===== src/adpcm_a_settings.svh =====
// ADPCM-A sizing constants
// channel slots, ROM address split, table depths and level widths
`ifndef ADPCM_A_SETTINGS_SVH
`define ADPCM_A_SETTINGS_SVH

`define ADPCM_A_NCH   6     // channel slots per frame
`define ADPCM_A_AW    20    // ROM byte address
`define ADPCM_A_BW    12    // block number, 256 bytes per block
`define ADPCM_A_LVLW  5     // channel attenuation field
`define ADPCM_A_TLW   6     // total attenuation
`define ADPCM_A_STEPS 49    // step table depth
`define ADPCM_A_LVLS  64    // gain table depth

`endif

===== src/adpcm_a_pkg.sv =====
// ADPCM-A shared types, host register codes and lookup tables
`include "adpcm_a_settings.svh"

package adpcm_a_pkg;

    typedef logic [2:0] ch_t;             // slot number 0..5
    typedef logic signed [15:0] pcm_t;

    // host address: [7:4] register code, [3] block high byte, [2:0] channel
    typedef enum logic [3:0] {
        SEL_KEY   = 4'h0,   // [7] on/off, [5:0] channel mask
        SEL_TL    = 4'h1,   // total attenuation
        SEL_LRL   = 4'h2,   // [7] left, [6] right, [4:0] attenuation
        SEL_START = 4'h3,
        SEL_END   = 4'h4
    } reg_sel_t;

    localparam int step_table [`ADPCM_A_STEPS] = '{
        16, 17, 19, 21, 23, 25, 28, 31, 34, 37, 41, 45, 50, 55, 60, 66,
        73, 80, 88, 97, 107, 118, 130, 143, 157, 173, 190, 209, 230, 253, 279, 307,
        337, 371, 408, 449, 494, 544, 598, 658, 724, 796, 876, 963, 1060, 1166, 1282, 1411,
        1552
    };

    localparam int index_adj [8] = '{-1, -1, -1, -1, 2, 5, 7, 9};

    // 0.75 dB per step, 256 is unity
    localparam int level_mul [`ADPCM_A_LVLS] = '{
        256, 235, 215, 197, 181, 166, 152, 140,
        128, 117, 108, 99, 90, 83, 76, 70,
        64, 59, 54, 49, 45, 42, 38, 35,
        32, 29, 27, 25, 23, 21, 19, 17,
        16, 15, 13, 12, 11, 10, 10, 9,
        8, 7, 7, 6, 6, 5, 5, 4,
        4, 4, 3, 3, 3, 3, 2, 2,
        2, 2, 2, 2, 1, 1, 1, 1
    };

endpackage


===== src/adpcm_a_top.sv =====
// ADPCM-A playback top
// six time-shared sample channels mixed into one stereo sample per frame
// first nibble of a key-on reaches the output three frames later
`timescale 1ns/1ns
`include "adpcm_a_settings.svh"

module adpcm_a_top (
    input  logic                     clk,
    input  logic                     rst_n,
    input  logic                     cen,
    input  logic                     wr_valid,
    input  logic [7:0]               wr_addr,
    input  logic [7:0]               wr_data,
    input  logic [7:0]               rom_data,
    output logic                     wr_ready,
    output logic [`ADPCM_A_AW-1:0]   rom_addr,
    output logic                     rom_oe_n,
    output adpcm_a_pkg::pcm_t        pcm_l,
    output adpcm_a_pkg::pcm_t        pcm_r,
    output logic                     sample_valid
);

    adpcm_a_pkg::ch_t        slot;
    logic                    key_on, key_off;
    logic [`ADPCM_A_BW-1:0]  start_blk, end_blk;
    logic [7:0]              lrl;
    logic [`ADPCM_A_TLW-1:0] tl;
    logic [3:0]              nib;
    logic                    nib_en, dec_en;
    adpcm_a_pkg::pcm_t       pcm_dec, ch_l, ch_r;

    adpcm_a_regs u_regs (
        .clk       ( clk       ),
        .rst_n     ( rst_n     ),
        .cen       ( cen       ),
        .wr_valid  ( wr_valid  ),
        .wr_addr   ( wr_addr   ),
        .wr_data   ( wr_data   ),
        .wr_ready  ( wr_ready  ),
        .slot      ( slot      ),
        .key_on    ( key_on    ),
        .key_off   ( key_off   ),
        .start_blk ( start_blk ),
        .end_blk   ( end_blk   ),
        .lrl       ( lrl       ),
        .tl        ( tl        )
    );

    adpcm_a_addr_cnt u_cnt (
        .clk       ( clk       ),
        .rst_n     ( rst_n     ),
        .cen       ( cen       ),
        .key_on    ( key_on    ),
        .key_off   ( key_off   ),
        .start_blk ( start_blk ),
        .end_blk   ( end_blk   ),
        .rom_data  ( rom_data  ),
        .rom_addr  ( rom_addr  ),
        .rom_oe_n  ( rom_oe_n  ),
        .nib       ( nib       ),
        .nib_en    ( nib_en    )
    );

    adpcm_a_decoder u_decoder (
        .clk     ( clk     ),
        .rst_n   ( rst_n   ),
        .cen     ( cen     ),
        .key_on  ( key_on  ),
        .nib     ( nib     ),
        .nib_en  ( nib_en  ),
        .pcm_dec ( pcm_dec ),
        .dec_en  ( dec_en  )
    );

    adpcm_a_gain u_gain (
        .clk     ( clk     ),
        .rst_n   ( rst_n   ),
        .cen     ( cen     ),
        .pcm_dec ( pcm_dec ),
        .dec_en  ( dec_en  ),
        .lrl     ( lrl     ),
        .tl      ( tl      ),
        .ch_l    ( ch_l    ),
        .ch_r    ( ch_r    )
    );

    adpcm_a_acc u_acc_l (
        .clk          ( clk          ),
        .rst_n        ( rst_n        ),
        .cen          ( cen          ),
        .slot         ( slot         ),
        .pcm_in       ( ch_l         ),
        .pcm_out      ( pcm_l        ),
        .sample_valid ( sample_valid )
    );

    // same timing as the left side
    adpcm_a_acc u_acc_r (
        .clk          ( clk   ),
        .rst_n        ( rst_n ),
        .cen          ( cen   ),
        .slot         ( slot  ),
        .pcm_in       ( ch_r  ),
        .pcm_out      ( pcm_r ),
        .sample_valid (       )
    );

endmodule


===== src/adpcm_a_acc.sv =====
// ADPCM-A frame mixer
// adds six slot values and publishes the clamped total once per frame
`timescale 1ns/1ns
`include "adpcm_a_settings.svh"

module adpcm_a_acc (
    input  logic               clk,
    input  logic               rst_n,
    input  logic               cen,
    input  adpcm_a_pkg::ch_t   slot,
    input  adpcm_a_pkg::pcm_t  pcm_in,
    output adpcm_a_pkg::pcm_t  pcm_out,
    output logic               sample_valid
);

    logic signed [18:0] sum_q, total;     // room for six full-scale values
    adpcm_a_pkg::pcm_t  sat;

    assign total = sum_q + pcm_in;

    always_comb begin
        if (total > 19'sd32767)       sat = 16'sh7fff;
        else if (total < -19'sd32768) sat = 16'sh8000;
        else                          sat = total[15:0];
    end

    always_ff @(posedge clk or negedge rst_n) begin
        if (!rst_n) begin
            sum_q        <= '0;
            pcm_out      <= '0;
            sample_valid <= 1'b0;
        end else begin
            sample_valid <= 1'b0;
            if (cen) begin
                if (slot == adpcm_a_pkg::ch_t'(`ADPCM_A_NCH - 1)) begin
                    pcm_out      <= sat;        // frame closes into slot 0
                    sum_q        <= '0;
                    sample_valid <= 1'b1;
                end else begin
                    sum_q <= total;
                end
            end
        end
    end

endmodule


===== src/adpcm_a_gain.sv =====
// ADPCM-A channel gain and panning
// attenuation table lookup, multiply and left/right routing, one slot latency
`timescale 1ns/1ns
`include "adpcm_a_settings.svh"

module adpcm_a_gain (
    input  logic                     clk,
    input  logic                     rst_n,
    input  logic                     cen,
    input  adpcm_a_pkg::pcm_t        pcm_dec,
    input  logic                     dec_en,
    input  logic [7:0]               lrl,
    input  logic [`ADPCM_A_TLW-1:0]  tl,
    output adpcm_a_pkg::pcm_t        ch_l,
    output adpcm_a_pkg::pcm_t        ch_r
);

    logic [7:0]              lrl_d;   // lines up with the decoder output
    logic [`ADPCM_A_TLW-1:0] tl_d;
    logic [6:0]              att;
    logic [8:0]              mul;
    logic signed [25:0]      prod;
    adpcm_a_pkg::pcm_t       scaled;

    assign att    = lrl_d[`ADPCM_A_LVLW-1:0] + tl_d;
    assign mul    = 9'(adpcm_a_pkg::level_mul[att > 7'd63 ? 6'd63 : att[5:0]]);
    assign prod   = pcm_dec * $signed({1'b0, mul});
    assign scaled = prod[23:8];       // drop the 8 fraction bits

    always_ff @(posedge clk or negedge rst_n) begin
        if (!rst_n) begin
            lrl_d <= '0;
            tl_d  <= '0;
            ch_l  <= '0;
            ch_r  <= '0;
        end else if (cen) begin
            lrl_d <= lrl;
            tl_d  <= tl;
            ch_l  <= (dec_en && lrl_d[7]) ? scaled : '0;   // left pan
            ch_r  <= (dec_en && lrl_d[6]) ? scaled : '0;   // right pan
        end
    end

endmodule


===== src/adpcm_a_decoder.sv =====
// ADPCM-A nibble decoder
// rotating accumulator and step index per channel, one slot of latency
`timescale 1ns/1ns
`include "adpcm_a_settings.svh"

module adpcm_a_decoder (
    input  logic               clk,
    input  logic               rst_n,
    input  logic               cen,
    input  logic               key_on,
    input  logic [3:0]         nib,
    input  logic               nib_en,
    output adpcm_a_pkg::pcm_t  pcm_dec,
    output logic               dec_en
);

    logic signed [11:0] acc_q [`ADPCM_A_NCH];   // entry 0 is the current slot
    logic [5:0]         idx_q [`ADPCM_A_NCH];
    logic [10:0]        step;
    logic [14:0]        prod;
    logic signed [13:0] dmag, acc_w;
    logic signed [11:0] acc_c;
    logic [5:0]         idx_c;
    int                 idx_w;

    always_comb begin
        step  = 11'(adpcm_a_pkg::step_table[idx_q[0]]);
        prod  = {nib[2:0], 1'b1} * step;          // (2m+1) * step
        dmag  = {2'b00, prod[14:3]};              // divide by 8
        acc_w = nib[3] ? acc_q[0] - dmag : acc_q[0] + dmag;
        if (acc_w > 14'sd2047)       acc_c = 12'sh7ff;
        else if (acc_w < -14'sd2048) acc_c = 12'sh800;
        else                         acc_c = acc_w[11:0];
        idx_w = int'(idx_q[0]) + adpcm_a_pkg::index_adj[nib[2:0]];
        if (idx_w < 0)                         idx_c = '0;
        else if (idx_w > `ADPCM_A_STEPS - 1)   idx_c = 6'(`ADPCM_A_STEPS - 1);
        else                                   idx_c = 6'(idx_w);
    end

    always_ff @(posedge clk or negedge rst_n) begin
        if (!rst_n) begin
            acc_q   <= '{default: '0};
            idx_q   <= '{default: '0};
            pcm_dec <= '0;
            dec_en  <= 1'b0;
        end else if (cen) begin
            for (int i = 0; i < `ADPCM_A_NCH - 1; i++) begin
                acc_q[i] <= acc_q[i+1];
                idx_q[i] <= idx_q[i+1];
            end
            if (key_on) begin
                acc_q[`ADPCM_A_NCH-1] <= '0;     // fresh sample
                idx_q[`ADPCM_A_NCH-1] <= '0;
            end else if (nib_en) begin
                acc_q[`ADPCM_A_NCH-1] <= acc_c;
                idx_q[`ADPCM_A_NCH-1] <= idx_c;
            end else begin
                acc_q[`ADPCM_A_NCH-1] <= acc_q[0];
                idx_q[`ADPCM_A_NCH-1] <= idx_q[0];
            end
            // silent slots give 0
            pcm_dec <= (nib_en && !key_on) ? {acc_c, 4'b0000} : '0;
            dec_en  <= nib_en && !key_on;
        end
    end

endmodule


===== src/adpcm_a_addr_cnt.sv =====
// ADPCM-A ROM address counters
// one rotating entry per channel; fetches a byte every second visit
// and hands one nibble per visit to the decoder, high nibble first
`timescale 1ns/1ns
`include "adpcm_a_settings.svh"

module adpcm_a_addr_cnt (
    input  logic                    clk,
    input  logic                    rst_n,
    input  logic                    cen,
    input  logic                    key_on,
    input  logic                    key_off,
    input  logic [`ADPCM_A_BW-1:0]  start_blk,
    input  logic [`ADPCM_A_BW-1:0]  end_blk,
    input  logic [7:0]              rom_data,
    output logic [`ADPCM_A_AW-1:0]  rom_addr,
    output logic                    rom_oe_n,
    output logic [3:0]              nib,
    output logic                    nib_en
);

    // entry 0 belongs to the current slot
    logic [`ADPCM_A_AW-1:0] addr_q  [`ADPCM_A_NCH];
    logic [7:0]             byte_q  [`ADPCM_A_NCH];
    logic                   nib_sel [`ADPCM_A_NCH];   // 1: high nibble of byte_q is due
    logic                   play_q  [`ADPCM_A_NCH];
    logic                   arm_q   [`ADPCM_A_NCH];   // keyed, address loads next visit
    logic                   vld_q   [`ADPCM_A_NCH];   // a nibble is due this visit
    logic [`ADPCM_A_AW-1:0] addr_n;
    logic [7:0]             byte_n;
    logic                   sel_n, play_n, arm_n, vld_n, last;

    always_comb begin
        addr_n = addr_q[0];
        byte_n = byte_q[0];
        sel_n  = nib_sel[0];
        play_n = play_q[0];
        arm_n  = arm_q[0];
        vld_n  = 1'b0;
        last   = addr_q[0] == {end_blk, 8'hff};
        if (key_on) begin
            arm_n  = 1'b1;
            play_n = 1'b0;
        end else if (key_off) begin
            arm_n  = 1'b0;
            play_n = 1'b0;
        end else if (arm_q[0]) begin
            arm_n  = 1'b0;
            play_n = 1'b1;
            sel_n  = 1'b0;
            addr_n = {start_blk, 8'h00};
        end else if (play_q[0]) begin
            vld_n = 1'b1;
            if (!nib_sel[0]) begin
                byte_n = rom_data;       // ROM answered this visit
                sel_n  = 1'b1;
            end else begin
                sel_n = 1'b0;            // low nibble next visit
                if (last) play_n = 1'b0; // address stays inside the end block
                else      addr_n = addr_q[0] + 1'b1;
            end
        end
    end

    always_ff @(posedge clk or negedge rst_n) begin
        if (!rst_n) begin
            addr_q  <= '{default: '0};
            byte_q  <= '{default: '0};
            nib_sel <= '{default: 1'b0};
            play_q  <= '{default: 1'b0};
            arm_q   <= '{default: 1'b0};
            vld_q   <= '{default: 1'b0};
        end else if (cen) begin
            for (int i = 0; i < `ADPCM_A_NCH - 1; i++) begin
                addr_q[i]  <= addr_q[i+1];
                byte_q[i]  <= byte_q[i+1];
                nib_sel[i] <= nib_sel[i+1];
                play_q[i]  <= play_q[i+1];
                arm_q[i]   <= arm_q[i+1];
                vld_q[i]   <= vld_q[i+1];
            end
            addr_q[`ADPCM_A_NCH-1]  <= addr_n;
            byte_q[`ADPCM_A_NCH-1]  <= byte_n;
            nib_sel[`ADPCM_A_NCH-1] <= sel_n;
            play_q[`ADPCM_A_NCH-1]  <= play_n;
            arm_q[`ADPCM_A_NCH-1]   <= arm_n;
            vld_q[`ADPCM_A_NCH-1]   <= vld_n;
        end
    end

    assign rom_addr = addr_q[0];
    assign rom_oe_n = !(play_q[0] && !nib_sel[0]);    // read on fetch visits only
    assign nib      = nib_sel[0] ? byte_q[0][7:4] : byte_q[0][3:0];
    assign nib_en   = vld_q[0];

endmodule


===== src/adpcm_a_regs.sv =====
// ADPCM-A host registers and slot sequencer
// takes host writes, runs the slot counter and the key on/off shifters,
// presents the registers of the current slot
`timescale 1ns/1ns
`include "adpcm_a_settings.svh"

module adpcm_a_regs (
    input  logic                      clk,
    input  logic                      rst_n,
    input  logic                      cen,
    input  logic                      wr_valid,
    input  logic [7:0]                wr_addr,
    input  logic [7:0]                wr_data,
    output logic                      wr_ready,
    output adpcm_a_pkg::ch_t          slot,
    output logic                      key_on,
    output logic                      key_off,
    output logic [`ADPCM_A_BW-1:0]    start_blk,
    output logic [`ADPCM_A_BW-1:0]    end_blk,
    output logic [7:0]                lrl,
    output logic [`ADPCM_A_TLW-1:0]   tl
);

    logic [`ADPCM_A_BW-1:0]  start_r [`ADPCM_A_NCH];
    logic [`ADPCM_A_BW-1:0]  end_r   [`ADPCM_A_NCH];
    logic [7:0]              lrl_r   [`ADPCM_A_NCH];
    logic [`ADPCM_A_NCH-1:0] on_sr, off_sr;    // bit 0 is the current slot
    logic [7:0]              key_cmd;
    logic                    key_pend;         // key command waits for slot 0
    adpcm_a_pkg::reg_sel_t   wr_sel;
    adpcm_a_pkg::ch_t        wr_ch;
    logic                    wr_fire, wr_hi, ch_ok, frame_end;

    assign wr_sel    = adpcm_a_pkg::reg_sel_t'(wr_addr[7:4]);
    assign wr_hi     = wr_addr[3];
    assign wr_ch     = wr_addr[2:0];
    assign ch_ok     = wr_ch < `ADPCM_A_NCH;
    assign wr_ready  = !key_pend;
    assign wr_fire   = wr_valid & wr_ready;
    assign frame_end = cen && slot == adpcm_a_pkg::ch_t'(`ADPCM_A_NCH - 1);

    // block numbers, written in two bytes
    always_ff @(posedge clk) begin
        if (wr_fire && ch_ok) begin
            if (wr_sel == adpcm_a_pkg::SEL_START) begin
                if (wr_hi) start_r[wr_ch][`ADPCM_A_BW-1:8] <= wr_data[`ADPCM_A_BW-9:0];
                else       start_r[wr_ch][7:0] <= wr_data;
            end
            if (wr_sel == adpcm_a_pkg::SEL_END) begin
                if (wr_hi) end_r[wr_ch][`ADPCM_A_BW-1:8] <= wr_data[`ADPCM_A_BW-9:0];
                else       end_r[wr_ch][7:0] <= wr_data;
            end
        end
    end

    always_ff @(posedge clk or negedge rst_n) begin
        if (!rst_n) begin
            slot     <= '0;
            key_pend <= 1'b0;
            key_cmd  <= '0;
            on_sr    <= '0;
            off_sr   <= '0;
            lrl_r    <= '{default: '0};
            tl       <= '0;
        end else begin
            if (wr_fire) begin
                case (wr_sel)
                    adpcm_a_pkg::SEL_KEY: begin
                        key_cmd  <= wr_data;
                        key_pend <= 1'b1;      // held off until the frame turns
                    end
                    adpcm_a_pkg::SEL_TL:  tl <= wr_data[`ADPCM_A_TLW-1:0];
                    adpcm_a_pkg::SEL_LRL: if (ch_ok) lrl_r[wr_ch] <= wr_data;
                    default: ;
                endcase
            end
            if (cen) begin
                slot <= frame_end ? '0 : slot + 1'b1;
                if (frame_end && key_pend) begin
                    // mask lands so that bit n meets slot n
                    on_sr    <= key_cmd[7] ? key_cmd[`ADPCM_A_NCH-1:0] : '0;
                    off_sr   <= key_cmd[7] ? '0 : key_cmd[`ADPCM_A_NCH-1:0];
                    key_pend <= 1'b0;
                end else begin
                    on_sr    <= {1'b0, on_sr[`ADPCM_A_NCH-1:1]};    // one pulse per channel
                    off_sr   <= {1'b0, off_sr[`ADPCM_A_NCH-1:1]};
                end
            end
        end
    end

    assign key_on    = on_sr[0];
    assign key_off   = off_sr[0];
    assign start_blk = start_r[slot];
    assign end_blk   = end_r[slot];
    assign lrl       = lrl_r[slot];

endmodule


===== config.mk =====
export PLATFORM = sky130hd
export DESIGN_NAME = adpcm_a_top
export DESIGN_NICKNAME = d
export VERILOG_FILES = /design/src/adpcm_a_pkg.sv /design/src/adpcm_a_top.sv /design/src/adpcm_a_acc.sv /design/src/adpcm_a_gain.sv /design/src/adpcm_a_decoder.sv /design/src/adpcm_a_addr_cnt.sv /design/src/adpcm_a_regs.sv
export VERILOG_INCLUDE_DIRS = /design/src
export SDC_FILE = /design/constraint.sdc
export NUM_CORES = 1
export LEC_CHECK = 0
export ABC_AREA = 1
export BUFFER_PORTS_ARGS = -buffer_cell sky130_fd_sc_hd__buf_2
export CAP_MARGIN = 40
export CORE_UTILIZATION = 41
export CTS_BUF_LIST = sky130_fd_sc_hd__clkbuf_8
export CTS_CLUSTER_DIAMETER = 50
export DETAILED_ROUTE_END_ITERATION = 16
export HOLD_SLACK_MARGIN = 0.1
export PLACE_DENSITY = 0.67
export REMOVE_ABC_BUFFERS = 1
export SYNTH_ARGS = -nofsm -noshare
export SYNTH_HDL_FRONTEND = slang
export SYNTH_HIERARCHICAL = 1
export SYNTH_SLANG_ARGS = --single-unit

===== constraint.sdc =====
create_clock -name clk -period 9 [get_ports clk]
set_input_delay 0.9 -clock clk [delete_from_list [all_inputs] [get_ports clk]]
set_output_delay 0.9 -clock clk [all_outputs]
set_load 0.02 [all_outputs]

### Word level (Yosys, flattened, before mapping)

Memory sizes are Yosys's and may differ from the RTL's.
Cells that the tools add are included.

| word-level totals | value |
|---|---|
| register bits | 512 |
| bits in writable memories | 144 |
| ROM bits | 4,352 |
| bits of input ports | 28 |
| output and inout port bits | 55 |
| memories | 5 |

| operators by class | value |
|---|---|
| $add $sub $neg | 8 |
| multiply operators | 2 |
| $lt $le $gt $ge | 16 |
| equality and inequality tests | 6 |
| multiplexer cells | 84 |
| bitwise logic cells | 6 |
| reductions and logical operators | 17 |

Memory list:

| memory | words | bits a word | read ports | clocked after memory_dff | wr ports | RTL line | text |
|---|---|---|---|---|---|---|---|
| (no name shown) | 64 | 32 | 1 | 0 | 0 | adpcm_a_gain.sv:26 | `assign mul = 9'(adpcm_a_pkg::level_mul[att > 7'd63 ? 6'd63 : att[5:0]]);` |
| (no name shown) | 64 | 32 | 1 | 0 | 0 | adpcm_a_decoder.sv:27 | `step = 11'(adpcm_a_pkg::step_table[idx_q[0]]);` |
| (no name shown) | 8 | 32 | 1 | 0 | 0 | adpcm_a_decoder.sv:34 | `idx_w = int'(idx_q[0]) + adpcm_a_pkg::index_adj[nib[2:0]];` |
| u_regs.end_r | 6 | 12 | 1 | 0 | 1 | adpcm_a_regs.sv:25 | `` logic [`ADPCM_A_BW-1:0] end_r [`ADPCM_A_NCH]; `` |
| u_regs.start_r | 6 | 12 | 1 | 0 | 1 | adpcm_a_regs.sv:24 | `` logic [`ADPCM_A_BW-1:0] start_r [`ADPCM_A_NCH]; `` |

Operators by type and width:

| kind | number |
|---|---|
| two-way mux 20 bit | 6 |
| two-way mux 16 bit | 7 |
| two-way mux 32 bit | 2 |
| two-way mux 8 bit | 8 |
| two-way mux 6 bit | 9 |
| bitwise mux 48 bit | 1 |
| two-way mux 12 bit | 4 |
| adder 19 x 16 -> 19 bit | 2 |
| greater-than comparator 19 x 16 -> 1 bit, second input constant | 2 |
| < comparator 19 x 16 -> 1 bit, second input constant | 2 |
| two-way mux 19 bit | 2 |
| two-way mux 1 bit | 36 |
| adder 7 x 32 -> 32 bit | 1 |
| greater-than comparator 32 x 7 -> 1 bit, second input constant | 1 |
| < comparator 32 x 1 -> 1 bit, second input constant | 1 |
| binary-select mux 8 bit (select 3 bit) | 1 |
| demux 8 bit (select 3 bit) | 1 |
| multiplier 16 x 10 -> 24 bit | 1 |
| two-way mux 11 bit | 2 |
| adder 20 x 1 -> 20 bit, second input constant | 1 |
| == test 20 bit | 1 |
| two-way mux 9 bit | 2 |
| multiplier 4 x 11 -> 15 bit | 1 |
| adder 12 x 13 -> 14 bit | 1 |
| 25 further kinds | 44 |

### Logic depth before layout (Yosys ltp)

| depth | value |
|---|---|
| depth after elaboration | 12 |
| gate-level depth with buffers | 46 |

### Hierarchy

Netlist, hierarchy kept.

Modules (own cells, without submodules):

| module | times used | cells an instance | area an instance (sq um) | sequential area each (sq um) |
|---|---|---|---|---|
| adpcm_a_regs | 1 | 970 | 9,581.7 | 6,251.0 |
| adpcm_a_addr_cnt | 1 | 977 | 8,339.2 | 4,804.6 |
| adpcm_a_decoder | 1 | 1,017 | 8,016.4 | 3,027.9 |
| adpcm_a_gain | 1 | 983 | 7,588.5 | 1,126.1 |
| adpcm_a_acc | 2 | 346 | 2,616.3 | 900.9 |

### Worst setup path before layout

No wires, ideal clock.

| path | value |
|---|---|
| kind | register to register |
| from | reg u_gain.lrl_d[0] |
| to | reg u_gain.ch_r[11] |
| library setup time | 0.118 ns |
| data arrival time | 6.874 ns |
| path slack | 2.008 ns |
| cell stages (with the launch flop) | 36 |
| period minus slack after synthesis | 6.992 ns |
| cell sequence | dfrtp_1 ha_1 fa_1 nand3_4 nand3_1 inv_1 ha_1 inv_1 nor2_1 o21a_4 inv_1 o21ai_0 nand2_1 inv_1 clkbuf_1 nand2_1 fa_1 inv_1 fa_1 inv_1 fa_1 inv_1 fa_1 inv_1 fa_1 inv_1 ha_1 a21oi_1 o21ai_0 a21oi_1 o21ai_2 nand3_1 nand2_1 or2_2 nand3_1 nand2_1 |

| between the ends | value |
|---|---|
| longest elaborated chain between the ends | 9 |

Ends and longest elaborated chain:

| element | RTL line | text |
|---|---|---|
| start: declaration | adpcm_a_gain.sv:18 | `logic [7:0] lrl_d;` |
| start signal: assignment | adpcm_a_gain.sv:37 | `lrl_d <= lrl;` |
| adder 5 x 6 -> 7 bit (*) | adpcm_a_gain.sv:25 | `` assign att = lrl_d[`ADPCM_A_LVLW-1:0] + tl_d; `` |
| greater-than comparator 7 x 6 -> 1 bit | adpcm_a_gain.sv:26 |  |
| two-way mux 6 bit (*) | adpcm_a_gain.sv:26 |  |
| NOT 6 -> 7 bit (*) | adpcm_a_gain.sv:26 |  |
| memory read (64 x 32 bit) (*) | -- |  |
| two-way mux 9 bit (*) (2 in a row) | adpcm_a_gain.sv:26 |  |
| multiplier 16 x 10 -> 24 bit (*) | adpcm_a_gain.sv:27 | `assign prod = pcm_dec * $signed({1'b0, mul});` |
| two-way mux 16 bit (*) | adpcm_a_gain.sv:40 | `ch_r <= (dec_en && lrl_d[6]) ? scaled : '0;` |
| end signal: assignment | adpcm_a_gain.sv:40 |  |
| end: declaration | adpcm_a_gain.sv:15 | `output adpcm_a_pkg::pcm_t ch_r` |

Mark *: on every way between the ends. The rest lies on a longest branch, timed or not. The select of a mux whose other input is x is not followed.
A chain may end at the register's enable or synchronous reset.

### Worst setup path in the final report

Same ends and word-level chain as after synthesis.

==> results.cfg <==
[status]
run_status = finished clean

[synth]
netlist_area_sq_um = 38400
avgSynthCellArea_sq_um = 8.36
syn_inst = 4600
ys_warn_count = 6

[cells_and_area]
final_cell_mix = nand2_1, inv_1, dfrtp_1, o21ai_0, nand3_1
layout_commonest_cell = nand2_1
syn_to_final_growth_pct = 10.1
nets = 4975
final_util = 0.459
stdcell_count = 5987
drive_gt1_frac = 0.102

[worst_setup_path]
path_class = reg2reg
crit_buf_inv = 7
crit_family = adder cells
rrSetupSlack_ns = 1.22
worst_setup_path_end_kind = register
rr_worst_depth = 32
cpMaxStageDelayCell = fa_1
worst_r2r_endpoint = u_gain/ch_r[11]
path_max_fanout = 10
crit_path_frequent_cell = inv_1
cp-start-kind = register
critPathArrivalTime_ns = 8.42
cp.required_ns = 9.64
r2r_start = u_gain/lrl_d[0]
max_stage_delay_ns = 0.54

[grt]
grt_use_met3 = 0.0284
antenna_found_initial = 3
grt_pass1_vias = 29700
grt_pass1_wl_microns = 152000
use_met1 = 0.265
track_usage = 0.195
use_met2 = 0.320
grt_busiest_layer = met2
grt_max_degree = 155
grt-ovfl-total = 0

[die]
die_h_microns = 308
pin_count = 83
initial_core_util = 0.417
die_x_microns = 308
fp.coreArea_sq_um = 92200
die_area_sq_um = 95000
num_rows = 111

[detailed_routing]
drc = 0
drtIter0Drc = 2144
drt-vias-per-instance = 4.98
wl_microns = 90300
firstDrtPassIters = 5
vias = 29800
wl_per_cell_microns = 15.1
ant_nets = 0

[sta]
rsz0062_at_grt = false
setup_slack_ns = 1.22
fin_crit_sh = 0.864
fin_worst_skew_ns = 0.0927
setup_viol = 0
finalHoldViolCount = 0
relSlewSlack = 0.420
min_period_ns = 7.78
worstMarginPinSlew_ns = 0.870
max_freq_ghz = 0.129
tns_ns = 0
drv_slew = 0

[clock_network]
cts_max_level = 3
tritoncts = yes
cts_buffer_depth = 3
cts_buffers = 111
root_buffer = clkbuf_8
postCtsHoldBufs = 0
cts.sinks = 644
cts_resized = 0
clk_pin_slew_ns = 0.06
clk_latency_ns = 0.78
cts_setup_buffers = 0

[flow_run]
maxCapViolations = 0

[place]
gp_congestion = 0.902
port_buffers = 82
placed_cells = 5779
dpl_worst_slack_ns = 1.34
dp_hpwl_microns = 63300

[pwr]
power_density_nw_per_um2 = 328
leakagePower_nw = 21.1
p_sw_w = 0.00635
pwr-share-seq = 0.288
p_comb_frac = 0.512
peakVddDrop_mv = 0.362
sw_frac_of_total = 0.458
p_int_w = 0.00752
clkPwrFrac = 0.200

[hold_path]
hp-class = in2async
==> routing by layer <==
layer  part of all wire  wire length, microns
met1               0.46                 41700
met2               0.47                 42400
met3              0.044                  3970
met4              0.025                  2210
met5                  0                     0
==> stage by stage <==
stage / cell area, sq um / hold WS [ns] / total power, W
detailed placement: 39900 / 0.454 / 0.0111
finish: 42300 / 0.182 / 0.0139
CTS: 42300 / 0.148 / 0.0139
global placement: 39800 / 0.448 / 0.0109
floorplan: 37500 / 0.437 / 0.00918
global route: 42300 / 0.199 / 0.0152
==> state kept, by name (all words and copies together) (netlist names), 19 cells and up <==
| name | count |
|---|---|
| u_cnt/rom_addr | 20 |
| u_regs/end_r | 72 |
| u_decoder/idx_q | 36 |
| u_acc_l/sum_q | 19 |
| u_acc_r/sum_q | 19 |
| u_regs/start_r | 72 |
| u_cnt/addr_q | 100 |
| u_decoder/acc_q | 72 |
| u_regs/lrl_r | 42 |
| u_cnt/byte_q | 48 |
==> area by class of cell <==
type / count / area [sq um]
inverter: 590 / 2220
clock buffer: 139 / 1910
antenna: 1 / 2.50
multi-input combinational: 3179 / 18500
fill: 8992 / 49900
tap: 1243 / 1560
sequential: 644 / 16800
clock inverter: 68 / 498
timing repair buffer: 123 / 821
==> worst reg2reg max path: cells and delay by family, from the launching register on <==
kind,cells,cell delay [ns]
flops,1,0.38
buf+inv,7,0.88
simple gates,11,1.76
fa+ha+maj,9,3.86
compound gates,5,0.79
==> how the worst max path moves through the flow <==
stage | start | to | slack (ns) | cells after the start
6_report | u_gain/lrl_d[0] | u_gain/ch_r[11] | 1.22 | 32
5_1_grt | u_gain/lrl_d[0] | u_gain/ch_l[10] | 0.69 | 38
4_1_cts | u_gain/lrl_d[0] | u_gain/ch_r[10] | 1.32 | 38
3_5_place_dp | u_gain/lrl_d[0] | u_gain/ch_r[10] | 1.34 | 38
3_3_place_gp | u_gain/lrl_d[0] | u_gain/ch_r[11] | 1.48 | 32
2_1_floorplan | u_gain/lrl_d[0] | u_gain/ch_l[11] | 2.14 | 34
==> power by group through the flow <==
| stage | Sequential [W] | Combinational [W] | Clock, W |
|---|---|---|---|
| detailed placement | 0.00404 | 0.00702 | 0 |
| CTS | 0.00400 | 0.00706 | 0.00285 |
| finish | 0.00399 | 0.00710 | 0.00277 |
| global route | 0.00407 | 0.00818 | 0.00298 |
| floorplan | 0.00406 | 0.00512 | 0 |
| global placement | 0.00403 | 0.00690 | 0 |
Power figures use the tool's default switching activity.
